$ cat src/logic/pipe_settings.svh
`ifndef PIPE_SETTINGS_SVH
`define PIPE_SETTINGS_SVH

// machine word, also the width of one instruction
`define XLEN 32

// register numbers
`define REG_W 5

// JAL links through this register
`define REG_RA 5'd31

// writes to this register are dropped by the register file
`define REG_ZERO 5'd0

`endif

$ cat src/logic/ctrl_pkg.sv
`include "pipe_settings.svh"

package ctrl_pkg;

	// R-type and I-type views of the same instruction word
	typedef union packed {
		struct packed {
			logic [5:0] op;
			logic [`REG_W-1:0] rs;
			logic [`REG_W-1:0] rt;
			logic [`REG_W-1:0] rd;
			logic [4:0] shamt;
			logic [5:0] funct;
		} r;
		struct packed {
			logic [5:0] op;
			logic [`REG_W-1:0] rs;
			logic [`REG_W-1:0] rt;
			logic [15:0] imm16;
		} i;
	} instr_t;

	typedef enum logic [5:0] {
		KIND_ADDU, KIND_SUBU, KIND_ADD, KIND_SUB, KIND_AND, KIND_OR,
		KIND_SLT, KIND_SLL, KIND_ORI, KIND_ADDI, KIND_ADDIU, KIND_LUI,
		KIND_LW, KIND_SW, KIND_BEQ, KIND_BNE, KIND_J, KIND_JAL, KIND_JR,
		KIND_MULT, KIND_DIV, KIND_MFHI, KIND_MFLO, KIND_UNKNOWN
	} op_kind_e;

	typedef enum logic [3:0] {
		CLS_NOP, CAL_R, CAL_I, LOAD, STORE, BRANCH, JUMP_I, JUMP_R, CAL_M, LOAD_M
	} op_class_e;

	typedef enum logic [2:0] {NPC_SEQ, NPC_EQ, NPC_NE, NPC_J, NPC_REG} npc_mode_e;
	typedef enum logic [1:0] {EXT_SIGN, EXT_ZERO, EXT_UPPER} ext_mode_e;
	typedef enum logic [2:0] {ALU_ADD, ALU_SUB, ALU_AND, ALU_OR, ALU_SLT, ALU_SLL} alu_op_e;
	typedef enum logic [2:0] {MD_NONE, MD_MULT, MD_DIV, MD_MFHI, MD_MFLO} md_op_e;
	typedef enum logic [1:0] {WB_ALU, WB_MEM, WB_LINK, WB_MD} wb_sel_e;
	typedef enum logic [1:0] {FWD_NONE, FWD_M, FWD_W} fwd_sel_e;
	typedef enum logic [2:0] {EXC_NONE, EXC_RI, EXC_OV, EXC_ADEL, EXC_ADES} exc_code_e;

	// classes whose result ends up in the register file
	function automatic logic cls_writes(input op_class_e c);
		return c inside {CAL_R, CAL_I, LOAD, JUMP_I, JUMP_R, LOAD_M};
	endfunction

endpackage

$ cat src/logic/instr_kind.sv
`include "pipe_settings.svh"

module instr_kind import ctrl_pkg::*; (
	input instr_t instr,
	output op_kind_e kind,
	output op_class_e cls,
	output logic rs_used,
	output logic rt_used,
	output logic [`REG_W-1:0] dest
);

	logic r_type;
	logic rs_z;
	logic rt_z;
	logic rd_z;
	logic sh_z;

	assign r_type = instr.r.op == 6'b000000;
	assign rs_z = instr.r.rs == `REG_ZERO;
	assign rt_z = instr.r.rt == `REG_ZERO;
	assign rd_z = instr.r.rd == `REG_ZERO;
	assign sh_z = instr.r.shamt == 5'd0;

	// fields that must be zero are part of the match, anything else is reserved
	always_comb begin
		kind = KIND_UNKNOWN;
		if (r_type) begin
			case (instr.r.funct)
				6'b100001: if (sh_z) kind = KIND_ADDU;
				6'b100011: if (sh_z) kind = KIND_SUBU;
				6'b100000: if (sh_z) kind = KIND_ADD;
				6'b100010: if (sh_z) kind = KIND_SUB;
				6'b100100: if (sh_z) kind = KIND_AND;
				6'b100101: if (sh_z) kind = KIND_OR;
				6'b101010: if (sh_z) kind = KIND_SLT;
				6'b000000: if (rs_z) kind = KIND_SLL;
				6'b001000: if (rt_z && rd_z) kind = KIND_JR;
				6'b011000: if (rd_z && sh_z) kind = KIND_MULT;
				6'b011010: if (rd_z && sh_z) kind = KIND_DIV;
				6'b010000: if (rs_z && rt_z && sh_z) kind = KIND_MFHI;
				6'b010010: if (rs_z && rt_z && sh_z) kind = KIND_MFLO;
				default: kind = KIND_UNKNOWN;
			endcase
		end else begin
			case (instr.i.op)
				6'b001111: if (rs_z) kind = KIND_LUI;
				6'b001101: kind = KIND_ORI;
				6'b001000: kind = KIND_ADDI;
				6'b001001: kind = KIND_ADDIU;
				6'b100011: kind = KIND_LW;
				6'b101011: kind = KIND_SW;
				6'b000100: kind = KIND_BEQ;
				6'b000101: kind = KIND_BNE;
				6'b000010: kind = KIND_J;
				6'b000011: kind = KIND_JAL;
				default: kind = KIND_UNKNOWN;
			endcase
		end
	end

	always_comb begin
		case (kind)
			KIND_ADDU, KIND_SUBU, KIND_ADD, KIND_SUB,
			KIND_AND, KIND_OR, KIND_SLT, KIND_SLL: cls = CAL_R;
			KIND_ORI, KIND_ADDI, KIND_ADDIU, KIND_LUI: cls = CAL_I;
			KIND_LW: cls = LOAD;
			KIND_SW: cls = STORE;
			KIND_BEQ, KIND_BNE: cls = BRANCH;
			KIND_J, KIND_JAL: cls = JUMP_I;
			KIND_JR: cls = JUMP_R;
			KIND_MULT, KIND_DIV: cls = CAL_M;
			KIND_MFHI, KIND_MFLO: cls = LOAD_M;
			default: cls = CLS_NOP;
		endcase
	end

	// SLL shifts rt and LUI has no source register
	assign rs_used = (cls inside {CAL_R, CAL_I, LOAD, STORE, BRANCH, JUMP_R, CAL_M})
		&& kind != KIND_SLL && kind != KIND_LUI;
	assign rt_used = cls inside {CAL_R, STORE, BRANCH, CAL_M};

	always_comb begin
		case (cls)
			CAL_R, LOAD_M: dest = instr.r.rd;
			CAL_I, LOAD: dest = instr.i.rt;
			default: dest = (kind == KIND_JAL) ? `REG_RA : `REG_ZERO;
		endcase
	end

endmodule

$ cat src/logic/stage_track.sv
`include "pipe_settings.svh"

module stage_track import ctrl_pkg::*; (
	input logic clk,
	input logic rst_n,
	input logic stall,
	input logic flush,
	input op_kind_e d_kind,
	input op_class_e d_cls,
	input logic [`REG_W-1:0] d_rs,
	input logic [`REG_W-1:0] d_rt,
	input logic [`REG_W-1:0] d_dest,
	input exc_code_e d_exc,
	input logic e_alu_overflow,
	input logic m_addr_fault,
	output op_kind_e e_kind,
	output op_class_e e_cls,
	output logic [`REG_W-1:0] e_rs,
	output logic [`REG_W-1:0] e_rt,
	output logic [`REG_W-1:0] e_dest,
	output exc_code_e e_exc,
	output op_kind_e m_kind,
	output op_class_e m_cls,
	output logic [`REG_W-1:0] m_rt,
	output logic [`REG_W-1:0] m_dest,
	output exc_code_e m_exc,
	output op_class_e w_cls,
	output logic [`REG_W-1:0] w_dest
);

	exc_code_e e_exc_next;

	// only the trapping adds raise overflow, an older code is kept as is
	assign e_exc_next = (e_exc == EXC_NONE && e_alu_overflow
		&& e_kind inside {KIND_ADD, KIND_ADDI, KIND_SUB}) ? EXC_OV : e_exc;

	always_ff @(posedge clk or negedge rst_n) begin
		if (!rst_n) begin
			e_kind <= KIND_UNKNOWN;
			e_cls <= CLS_NOP;
			e_rs <= `REG_ZERO;
			e_rt <= `REG_ZERO;
			e_dest <= `REG_ZERO;
			e_exc <= EXC_NONE;
		end else if (flush || stall) begin
			e_kind <= KIND_UNKNOWN;
			e_cls <= CLS_NOP;
			e_rs <= `REG_ZERO;
			e_rt <= `REG_ZERO;
			e_dest <= `REG_ZERO;
			e_exc <= EXC_NONE;
		end else begin
			e_kind <= d_kind;
			e_cls <= d_cls;
			e_rs <= d_rs;
			e_rt <= d_rt;
			e_dest <= d_dest;
			e_exc <= d_exc;
		end
	end

	always_ff @(posedge clk or negedge rst_n) begin
		if (!rst_n) begin
			m_kind <= KIND_UNKNOWN;
			m_cls <= CLS_NOP;
			m_rt <= `REG_ZERO;
			m_dest <= `REG_ZERO;
			m_exc <= EXC_NONE;
		end else if (flush) begin
			m_kind <= KIND_UNKNOWN;
			m_cls <= CLS_NOP;
			m_rt <= `REG_ZERO;
			m_dest <= `REG_ZERO;
			m_exc <= EXC_NONE;
		end else begin
			m_kind <= e_kind;
			m_cls <= e_cls;
			m_rt <= e_rt;
			m_dest <= e_dest;
			m_exc <= e_exc_next;
		end
	end

	// a faulting instruction in M is dropped here, never reaching W
	always_ff @(posedge clk or negedge rst_n) begin
		if (!rst_n) begin
			w_cls <= CLS_NOP;
			w_dest <= `REG_ZERO;
		end else if (flush) begin
			w_cls <= CLS_NOP;
			w_dest <= `REG_ZERO;
		end else begin
			w_cls <= m_cls;
			w_dest <= m_dest;
		end
	end

	a_nop_no_dest: assert property (@(posedge clk) disable iff (!rst_n)
		(e_cls != CLS_NOP || e_dest == `REG_ZERO) && (m_cls != CLS_NOP || m_dest == `REG_ZERO)
		&& (w_cls != CLS_NOP || w_dest == `REG_ZERO));

endmodule

$ cat src/logic/forward_unit.sv
`include "pipe_settings.svh"

module forward_unit import ctrl_pkg::*; (
	input logic [`REG_W-1:0] d_rs,
	input logic [`REG_W-1:0] d_rt,
	input logic [`REG_W-1:0] e_rs,
	input logic [`REG_W-1:0] e_rt,
	input logic [`REG_W-1:0] m_rt,
	input op_class_e m_cls,
	input logic [`REG_W-1:0] m_dest,
	input op_class_e w_cls,
	input logic [`REG_W-1:0] w_dest,
	output fwd_sel_e fwd_d1,
	output fwd_sel_e fwd_d2,
	output fwd_sel_e fwd_e1,
	output fwd_sel_e fwd_e2,
	output fwd_sel_e fwd_m
);

	logic [`REG_W-1:0] m_src;
	logic [`REG_W-1:0] w_src;

	// load data is not there yet in M
	assign m_src = (cls_writes(m_cls) && m_cls != LOAD) ? m_dest : `REG_ZERO;
	assign w_src = cls_writes(w_cls) ? w_dest : `REG_ZERO;

	function automatic fwd_sel_e pick(input logic [`REG_W-1:0] r,
		input logic [`REG_W-1:0] ms, input logic [`REG_W-1:0] ws);
		if (r == `REG_ZERO)
			return FWD_NONE;
		if (r == ms)
			return FWD_M;
		if (r == ws)
			return FWD_W;
		return FWD_NONE;
	endfunction

	assign fwd_d1 = pick(d_rs, m_src, w_src);
	assign fwd_d2 = pick(d_rt, m_src, w_src);
	assign fwd_e1 = pick(e_rs, m_src, w_src);
	assign fwd_e2 = pick(e_rt, m_src, w_src);

	// store data in M can only come from W
	assign fwd_m = pick(m_rt, `REG_ZERO, w_src);

endmodule

$ cat src/logic/hazard_unit.sv
`include "pipe_settings.svh"

module hazard_unit import ctrl_pkg::*; (
	input op_class_e d_cls,
	input op_kind_e d_kind,
	input logic [`REG_W-1:0] d_rs,
	input logic [`REG_W-1:0] d_rt,
	input logic rs_used,
	input logic rt_used,
	input op_class_e e_cls,
	input logic [`REG_W-1:0] e_dest,
	input op_class_e m_cls,
	input logic [`REG_W-1:0] m_dest,
	input logic e_md_busy,
	output logic stall
);

	logic d_early;
	logic d_md;
	logic load_use;
	logic branch_wait;
	logic md_wait;

	function automatic logic reads(input logic [`REG_W-1:0] r,
		input logic [`REG_W-1:0] a, input logic ua, input logic [`REG_W-1:0] b, input logic ub);
		return r != `REG_ZERO && ((ua && a == r) || (ub && b == r));
	endfunction

	// branches and JR compare their operands in D
	assign d_early = d_cls inside {BRANCH, JUMP_R};
	assign d_md = d_kind inside {KIND_MULT, KIND_DIV, KIND_MFHI, KIND_MFLO};

	assign load_use = e_cls == LOAD && reads(e_dest, d_rs, rs_used, d_rt, rt_used);
	assign branch_wait = d_early
		&& ((cls_writes(e_cls) && reads(e_dest, d_rs, rs_used, d_rt, rt_used))
		|| (m_cls == LOAD && reads(m_dest, d_rs, rs_used, d_rt, rt_used)));
	assign md_wait = d_md && (e_md_busy || e_cls == CAL_M);

	assign stall = load_use || branch_wait || md_wait;

endmodule

$ cat src/logic/exc_handler.sv
module exc_handler import ctrl_pkg::*; (
	input op_class_e m_cls,
	input exc_code_e m_exc,
	input logic m_addr_fault,
	output logic exc_valid,
	output exc_code_e exc_code,
	output logic flush
);

	// a code picked up earlier in the pipe beats the address check at M
	always_comb begin
		if (m_exc != EXC_NONE)
			exc_code = m_exc;
		else if (m_addr_fault && m_cls == LOAD)
			exc_code = EXC_ADEL;
		else if (m_addr_fault && m_cls == STORE)
			exc_code = EXC_ADES;
		else
			exc_code = EXC_NONE;
	end

	assign exc_valid = exc_code != EXC_NONE;

	// M and everything younger is thrown away on a report
	assign flush = exc_valid;

endmodule

$ cat src/logic/pipe_control.sv
`include "pipe_settings.svh"

module pipe_control import ctrl_pkg::*; (
	input logic clk,
	input logic rst_n,
	input logic [`XLEN-1:0] d_instr,
	input logic e_alu_overflow,
	input logic e_md_busy,
	input logic m_addr_fault,
	output logic pc_enable,
	output logic flush_d,
	output npc_mode_e npc_mode,
	output ext_mode_e ext_mode,
	output logic alu_src,
	output alu_op_e alu_op,
	output md_op_e md_op,
	output logic dm_write,
	output wb_sel_e wb_sel,
	output logic rf_write,
	output logic [`REG_W-1:0] rf_waddr,
	output fwd_sel_e fwd_d1,
	output fwd_sel_e fwd_d2,
	output fwd_sel_e fwd_e1,
	output fwd_sel_e fwd_e2,
	output fwd_sel_e fwd_m,
	output logic exc_valid,
	output exc_code_e exc_code
);

	instr_t d_word;
	op_kind_e d_kind, e_kind, m_kind;
	op_class_e d_cls, e_cls, m_cls, w_cls;
	logic rs_used, rt_used;
	logic [`REG_W-1:0] d_rs, d_rt, d_dest;
	logic [`REG_W-1:0] e_rs, e_rt, e_dest, m_rt, m_dest, w_dest;
	exc_code_e d_exc, e_exc, m_exc;
	logic stall;
	logic flush;

	assign d_word = d_instr;

	instr_kind u_kind (.instr(d_word), .kind(d_kind), .cls(d_cls),
		.rs_used(rs_used), .rt_used(rt_used), .dest(d_dest));

	// unused source fields are zeroed so they never match a producer
	assign d_rs = rs_used ? d_word.r.rs : `REG_ZERO;
	assign d_rt = rt_used ? d_word.r.rt : `REG_ZERO;
	assign d_exc = (d_kind == KIND_UNKNOWN) ? EXC_RI : EXC_NONE;

	stage_track u_track (.clk(clk), .rst_n(rst_n), .stall(stall), .flush(flush),
		.d_kind(d_kind), .d_cls(d_cls), .d_rs(d_rs), .d_rt(d_rt), .d_dest(d_dest),
		.d_exc(d_exc), .e_alu_overflow(e_alu_overflow), .m_addr_fault(m_addr_fault),
		.e_kind(e_kind), .e_cls(e_cls), .e_rs(e_rs), .e_rt(e_rt), .e_dest(e_dest),
		.e_exc(e_exc), .m_kind(m_kind), .m_cls(m_cls), .m_rt(m_rt), .m_dest(m_dest),
		.m_exc(m_exc), .w_cls(w_cls), .w_dest(w_dest));

	forward_unit u_fwd (.d_rs(d_rs), .d_rt(d_rt), .e_rs(e_rs), .e_rt(e_rt), .m_rt(m_rt),
		.m_cls(m_cls), .m_dest(m_dest), .w_cls(w_cls), .w_dest(w_dest), .fwd_d1(fwd_d1),
		.fwd_d2(fwd_d2), .fwd_e1(fwd_e1), .fwd_e2(fwd_e2), .fwd_m(fwd_m));

	hazard_unit u_hazard (.d_cls(d_cls), .d_kind(d_kind), .d_rs(d_rs), .d_rt(d_rt),
		.rs_used(rs_used), .rt_used(rt_used), .e_cls(e_cls), .e_dest(e_dest),
		.m_cls(m_cls), .m_dest(m_dest), .e_md_busy(e_md_busy), .stall(stall));

	exc_handler u_exc (.m_cls(m_cls), .m_exc(m_exc), .m_addr_fault(m_addr_fault),
		.exc_valid(exc_valid), .exc_code(exc_code), .flush(flush));

	assign pc_enable = ~stall;
	assign flush_d = flush;

	always_comb begin
		case (d_kind)
			KIND_BEQ: npc_mode = NPC_EQ;
			KIND_BNE: npc_mode = NPC_NE;
			KIND_J, KIND_JAL: npc_mode = NPC_J;
			KIND_JR: npc_mode = NPC_REG;
			default: npc_mode = NPC_SEQ;
		endcase
	end

	assign ext_mode = (d_kind == KIND_LUI) ? EXT_UPPER : (d_kind == KIND_ORI) ? EXT_ZERO : EXT_SIGN;

	assign alu_src = e_cls inside {CAL_I, LOAD, STORE};

	// LUI goes through OR with a zero rs
	always_comb begin
		case (e_kind)
			KIND_SUBU, KIND_SUB: alu_op = ALU_SUB;
			KIND_AND: alu_op = ALU_AND;
			KIND_OR, KIND_ORI, KIND_LUI: alu_op = ALU_OR;
			KIND_SLT: alu_op = ALU_SLT;
			KIND_SLL: alu_op = ALU_SLL;
			default: alu_op = ALU_ADD;
		endcase
	end

	always_comb begin
		case (e_kind)
			KIND_MULT: md_op = MD_MULT;
			KIND_DIV: md_op = MD_DIV;
			KIND_MFHI: md_op = MD_MFHI;
			KIND_MFLO: md_op = MD_MFLO;
			default: md_op = MD_NONE;
		endcase
	end

	assign dm_write = m_cls == STORE && !exc_valid;

	assign rf_write = cls_writes(w_cls) && w_dest != `REG_ZERO;
	assign rf_waddr = w_dest;

	always_comb begin
		case (w_cls)
			LOAD: wb_sel = WB_MEM;
			JUMP_I, JUMP_R: wb_sel = WB_LINK;
			LOAD_M: wb_sel = WB_MD;
			default: wb_sel = WB_ALU;
		endcase
	end

	// only a reserved word reaches M without a class and still reports
	a_classless_exc: assert property (@(posedge clk) disable iff (!rst_n)
		exc_valid && m_cls == CLS_NOP |-> m_kind == KIND_UNKNOWN && exc_code == EXC_RI);

	// the flush empties M, so a report never lasts two cycles
	a_single_report: assert property (@(posedge clk) disable iff (!rst_n)
		exc_valid |=> !exc_valid);

endmodule

$ cat config.mk
export PLATFORM = sky130hd
export DESIGN_NAME = pipe_control
export DESIGN_NICKNAME = d
export VERILOG_FILES = /design/src/logic/ctrl_pkg.sv /design/src/logic/instr_kind.sv /design/src/logic/stage_track.sv /design/src/logic/forward_unit.sv /design/src/logic/hazard_unit.sv /design/src/logic/exc_handler.sv /design/src/logic/pipe_control.sv
export VERILOG_INCLUDE_DIRS = /design/src /design/src/logic
export SDC_FILE = /design/constraint.sdc
export NUM_CORES = 1
export LEC_CHECK = 0
export BUFFER_PORTS_ARGS = -buffer_cell sky130_fd_sc_hd__buf_2
export CORE_AREA = 2 2 100 102
export DETAILED_ROUTE_END_ITERATION = 8
export DIE_AREA = 0 0 102 104
export PLACE_DENSITY = 0.76
export SYNTH_ARGS = -nofsm -noshare
export SYNTH_HDL_FRONTEND = slang
export SYNTH_HIERARCHICAL = 1
export SYNTH_SLANG_ARGS = --single-unit
$ cat constraint.sdc
create_clock -name clk -period 5.32 [get_ports clk]
set_input_delay 0.532 -clock clk [delete_from_list [all_inputs] [get_ports clk]]
set_output_delay 0.532 -clock clk [all_outputs]
set_load 0.05 [all_outputs]
==> results of run 1 <==
[state kept, by name, summed over array words and instances, names as in the netlist]
register / cells
u_track/e_cls: 4
u_track/e_dest: 5
u_track/e_exc: 3
u_track/e_kind: 6
u_track/e_rs: 5
u_track/e_rt: 5
u_track/m_cls: 4
u_track/m_dest: 5
u_track/m_exc: 3
u_track/m_rt: 5
u_track/w_cls: 4
u_track/w_dest: 5
[worst max-delay path: cells and delay by family]
family	cells	cell delay [ns]
compound gates	7	1.45
fa+ha+maj	1	0.18
buf+inv	5	0.71
simple gates	7	1.94
[layer usage]
layer / up-vias / track usage [%] / share of wire [%]
met4: 0 / 5.90 / 1.8
met3: 24 / 2.82 / 5.2
met5: - / 0 / 0
li1: 2258 / - / -
met2: 176 / 42.6 / 53
met1: 2287 / 28.8 / 40
[stage by stage]
step / util (%) / cell area (um^2)
after floorplan: - / 4850
after global placement: 60.5 / 5770
after detailed placement: 60.5 / 5770
after CTS: 63.6 / 6070
after global routing: 65.9 / 6290
final: 65.9 / 6290
[placed cells by master (no fill, tap or decap), types with 5 or more instances in the layout]
| master | instances |
|---|---|
| o21ai_0 | 16 |
| o32ai_1 | 8 |
| nor3b_1 | 7 |
| inv_1 | 12 |
| and2_4 | 12 |
| a21oi_1 | 13 |
| nand2_1 | 16 |
| nand3b_1 | 6 |
| nor4_1 | 11 |
| and3_1 | 10 |
| buf_2 | 64 |
| or3b_2 | 6 |
| nand2b_1 | 15 |
| nor4b_1 | 6 |
| buf_4 | 70 |
| o21ai_1 | 5 |
| xor2_1 | 19 |
| nor2_1 | 39 |
| dfrtp_1 | 50 |
| a31oi_1 | 16 |
| nor3_1 | 10 |
| ha_1 | 7 |
| and2_1 | 27 |
| nand3_1 | 8 |
| nor2b_1 | 30 |
| buf_6 | 16 |
| nor4bb_1 | 8 |
| xnor2_1 | 24 |
| clkbuf_8 | 6 |
| a221o_1 | 5 |
[final cells by class]
type                       instances  area [um^2]
multi-input combinational        448         3520
clock inverter                     2         17.5
tap                              133          166
inverter                          16         66.3
sequential                        54         1360
timing repair buffer             153         1080
clock buffer                       6         82.6
fill                             786         3260
[report_power, final]
group | switching [mW] | internal, mW | total (mW)
clock | 0.135 | 0.107 | 0.242
sequential | 0.141 | 0.495 | 0.637
combinational | 0.722 | 0.514 | 1.24
total | 0.999 | 1.12 | 2.12
[how the worst max path moves through the flow]
| stage | endpoint | slack, ns |
|---|---|---|
| final | fwd_d1[0] | -0.06 |
| after global routing | fwd_d1[0] | -0.28 |
| after CTS | fwd_d1[1] | -0.11 |
| after detailed placement | fwd_d1[0] | -0.32 |
| after global placement | pc_enable | -0.24 |
| after floorplan | fwd_d1[0] | 0.004 |
[timing repair]
action,4_1_cts,5_1_grt
endpoints found under the setup margin,5,5
pin swaps,26,36
setup buffers,6,8
hold buffers,0,0
gates resized for setup,42,35
hold endpoints to repair,0,0
==> flow_summary.json, run 1 <==
{
  "grt-ovfl-total": 0,
  "cts_buffer_depth": 2,
  "syn_area_um2": 4720,
  "yosysWarnings": 6,
  "die_w_um": 102,
  "cp-start-kind": "input pin",
  "clkTransAtPathRegs_ns": 0.09,
  "first_pass_iters": 5,
  "tightestPinTransition_ns": 1.05,
  "die_y_um": 104,
  "setup_ws_ns": -0.0628,
  "cts.sinks": 54,
  "clock_latency_ns": 0.31,
  "ant_nets": 0,
  "cpPeakStageDelay_ns": 0.56,
  "hold_violations": 0,
  "syn_area_per_cell_um2": 8.67,
  "peakVddDrop_mv": 0.195,
  "dp_hpwl_um": 9400,
  "violations": "setup timing",
  "hold_slack_ns": 0.319,
  "grt_pass1_vias": 4519,
  "timing.critical_path.mode_cell": "buf_6",
  "nets": 725,
  "place_ws_ns": -0.321,
  "antenna_found_initial": 0,
  "synthToLayoutAreaGrowth_pct": 33.4,
  "core_um2": 9550,
  "cp.required_ns": 4.79,
  "detail_route.wirelength_um": 12800,
  "die_area_um2": 10600,
  "reg2reg_setup_slack_ns": 2.81,
  "io_pins": 74,
  "arrival_ns": 4.85,
  "startpoint": "d_instr[13]",
  "rsz0062_at_grt": "true",
  "start_util_pct": 49.4,
  "cp_cell_sequence": "buf_6, or4_4, or4b_4, a41oi_2, o21ai_2, o41ai_4, inv_2, ha_4, o21a_1, nor3_4, nand2b_4, o221a_4, and2_4, buf_6, nor3b_2, o21ai_1, a222oi_1, buf_4, nor2b_4, buf_6",
  "status": "finished, violations left",
  "finalNonFillerCells": 812,
  "worstPathMaxFanout": 6,
  "rows": 36,
  "fmax_mhz": 186,
  "cts_tree": "done",
  "slew_viol_final": 0,
  "setup_viol": 4,
  "min_period_ns": 5.38,
  "worstRegToRegCells": 6,
  "wire_per_inst_um": 15.8,
  "via_count": 4745,
  "root_buffer": "clkbuf_8",
  "p_per_area_nw_per_um2": 336,
  "cts_max_level": 2,
  "end_kind": "output port",
  "fin_crit_sh_pct": 101,
  "grt_util_all_layers_pct": 23.4,
  "diodes": 0,
  "synthCells": 544,
  "power_mw": 2.12,
  "cap_violations": 0,
  "r2r-end": "u_track/m_exc[1]",
  "grt_pass1_wl_um": 20600,
  "fin_skew_ns": 0.0135,
  "drive_gt1_share_pct": 37.3,
  "drc": 0,
  "grt_max_degree": 55,
  "place.gp.congestion": 0.909,
  "drt_iter0_markers": 348,
  "io_buffers": 72,
  "tritoncts.num_buffers": 5,
  "placedCellCount": 792,
  "maxSlewHeadroom_pct": 30.1,
  "leakage_nw": 2.78,
  "via_per_inst": 5.84,
  "slowest_stage": "or4b_4",
  "hp-class": "input pin to async pin",
  "r2r-start": "u_track/m_cls[0]",
  "setup_tns_ns": -0.205,
  "path_class": "input pin to output port"
}
(Power assumes the default switching activity.)
==> inputs of run 2 (changes only) <==
--- a/config.mk
+++ b/config.mk
@@ -11,6 +11,7 @@
 export DETAILED_ROUTE_END_ITERATION = 8
 export DIE_AREA = 0 0 102 104
 export PLACE_DENSITY = 0.76
+export RECOVER_POWER = 50
 export SYNTH_ARGS = -nofsm -noshare
 export SYNTH_HDL_FRONTEND = slang
 export SYNTH_HIERARCHICAL = 1
==> run 2 against run 1 <==
The flow finishes with violations (capacitance limit, slew limit, setup timing); flip-flop and latch count stayed put; first-iteration DRC count is 12% lower; cell count stayed put; setup slack worse by 0.0076 ns; clock skew hardly changed; critical path depth stayed put; die area stayed put; sequential power hardly changed.
==> flow_summary.json, run 2 (same netlist as run 1, synthesis figures left out) <==
{
  "cp_cell_sequence": "buf_6, or4_4, or4b_4, a41oi_2, o21ai_2, o41ai_4, inv_2, ha_4, o21a_1, nor3_4, nand2b_4, o221a_4, and2_4, buf_6, nor3b_2, o21ai_1, a222oi_1, buf_4, nor2b_4, buf_6",
  "cp.required_ns": 4.79,
  "crit_family": "simple AND/OR/NAND/NOR gates",
  "cts_tree": "done",
  "grt-ovfl-total": 0,
  "dp_hpwl_um": 9400,
  "cap_violations": 1,
  "fillers": 793,
  "switching_share_pct": 47.3,
  "path_class": "input pin to output port",
  "die_y_um": 104,
  "violations": "capacitance limit, slew limit, setup timing",
  "arrival_ns": 4.86,
  "cts.sinks": 54,
  "rsz0062_at_grt": "true",
  "setup_ws_ns": -0.0704,
  "cts_max_level": 2,
  "synthToLayoutAreaGrowth_pct": 33.2,
  "min_period_ns": 5.39,
  "power_mw": 2.11,
  "die_w_um": 102,
  "slew_viol_final": 55,
  "maxSlewHeadroom_pct": -83.9,
  "setup_tns_ns": -0.153,
  "grt_pass1_wl_um": 20600,
  "leakage_nw": 2.76,
  "critPathBufInv": 5,
  "nets": 725,
  "clock_latency_ns": 0.31,
  "tritoncts.num_buffers": 5,
  "wire_per_inst_um": 15.8,
  "detail_route.wirelength_um": 12800,
  "p_seq_share_pct": 30.1,
  "pwr-share-comb_pct": 58.4,
  "grt_util_all_layers_pct": 23.4,
  "final_common_cell": "buf_4",
  "worstPathMaxFanout": 6,
  "drive_gt1_share_pct": 36.2,
  "tightestPinTransition_ns": 2.76,
  "clkPwrFrac_pct": 11.5,
  "clkTransAtPathRegs_ns": 0.10,
  "ant_nets": 0,
  "start_util_pct": 49.4,
  "final_cell_mix": "buf_4 (69), buf_2 (58), dfrtp_1 (50)",
  "hold_violations": 0,
  "grt_pass1_vias": 4519,
  "power.switching_mw": 1.00,
  "status": "finished, violations left",
  "setup_viol": 4,
  "diodes": 0,
  "fin_skew_ns": 0.0135,
  "slowest_stage": "or4b_4",
  "fin_crit_sh_pct": 101,
  "place.gp.congestion": 0.909,
  "grt_max_degree": 55,
  "cts_buffer_depth": 2,
  "root_buffer": "clkbuf_8",
  "place_ws_ns": -0.321,
  "core_um2": 9550,
  "rows": 36,
  "antenna_found_initial": 0,
  "hp-class": "flop to flop",
  "top_register": "u_track/e_kind",
  "peakVddDrop_mv": 0.194,
  "fmax_mhz": 186,
  "p_int_mw": 1.11,
  "via_count": 4739,
  "die_area_um2": 10600,
  "drc": 0,
  "drt_iter0_markers": 307,
  "cpPeakStageDelay_ns": 0.56,
  "io_pins": 74,
  "cp-start-kind": "input pin",
  "end_kind": "output port",
  "p_per_area_nw_per_um2": 337,
  "timing.critical_path.mode_cell": "buf_6",
  "via_per_inst": 5.84,
  "largest_register_ffs": 6,
  "io_buffers": 72,
  "first_pass_iters": 5
}
-- run 2: path summary, 6_finish.rpt --
kind / start / end / slack, ns / depth (start not counted)
worst max-delay path: d_instr[13] / fwd_d1[0] / -0.07 / 20
worst min-delay path: u_track/e_exc[1] / u_track/m_exc[1] / 0.49 / 1
worst max register to register: u_track/m_cls[0] / u_track/m_exc[1] / 2.81 / 6
worst min register to register: u_track/e_exc[1] / u_track/m_exc[1] / 0.49 / 1
max in group asynchronous: rst_n / u_track/w_cls[3] / 2.55 / 2
min in group asynchronous: rst_n / u_track/e_rs[1] / 1.19 / 2
-- run 2: what timing repair did --
action / CTS / global route
pin swaps: 26 / 36
endpoints found under the setup margin: 5 / 5
gates cloned: 0 / 0
setup buffers: 6 / 8
resized for setup: 42 / 35
hold buffers: 0 / 0
-- run 2: power by group through the flow --
| stage | sequential (mW) | combinational (mW) | clock (mW) |
|---|---|---|---|
| floorplan | 0.603 | 0.892 | 0 |
| global placement | 0.630 | 1.11 | 0 |
| detailed placement | 0.639 | 1.14 | 0 |
| CTS | 0.632 | 1.19 | 0.248 |
| global route | 0.654 | 1.33 | 0.264 |
| finish | 0.637 | 1.24 | 0.243 |
-- run 2: metal layers --
metal / track usage, % / up-vias / wire length, um
met2: 42.6 / 193 / 6740
met3: 2.82 / 22 / 703
met1: 28.8 / 2266 / 5170
met5: 0 / - / 0
met4: 5.90 / 0 / 212
li1: - / 2258 / -
-- run 2: metrics by stage --
step / hold slack [ns] / utilization (%) / cell area [um^2] / instances
3_5_place_dp: 0.470 / 60.5 / 5770 / 792
3_3_place_gp: 0.464 / 60.5 / 5770 / 792
4_1_cts: 0.342 / 63.6 / 6070 / 806
5_1_grt: 0.520 / 65.8 / 6280 / 812
2_1_floorplan: 0.236 / - / 4850 / 545
6_report: 0.494 / 65.8 / 6280 / 812
-- run 2: area by class of cell --
class	instances	area [um^2]	share of cell area, %
flip-flops and latches	54	1360	21.6
clock inverters	2	17.5	0.279
clock buffers	6	82.6	1.31
multi-input cells	448	3520	56.1
inverters	16	66.3	1.06
repair buffers	153	1070	17.0
well taps	133	166	2.65
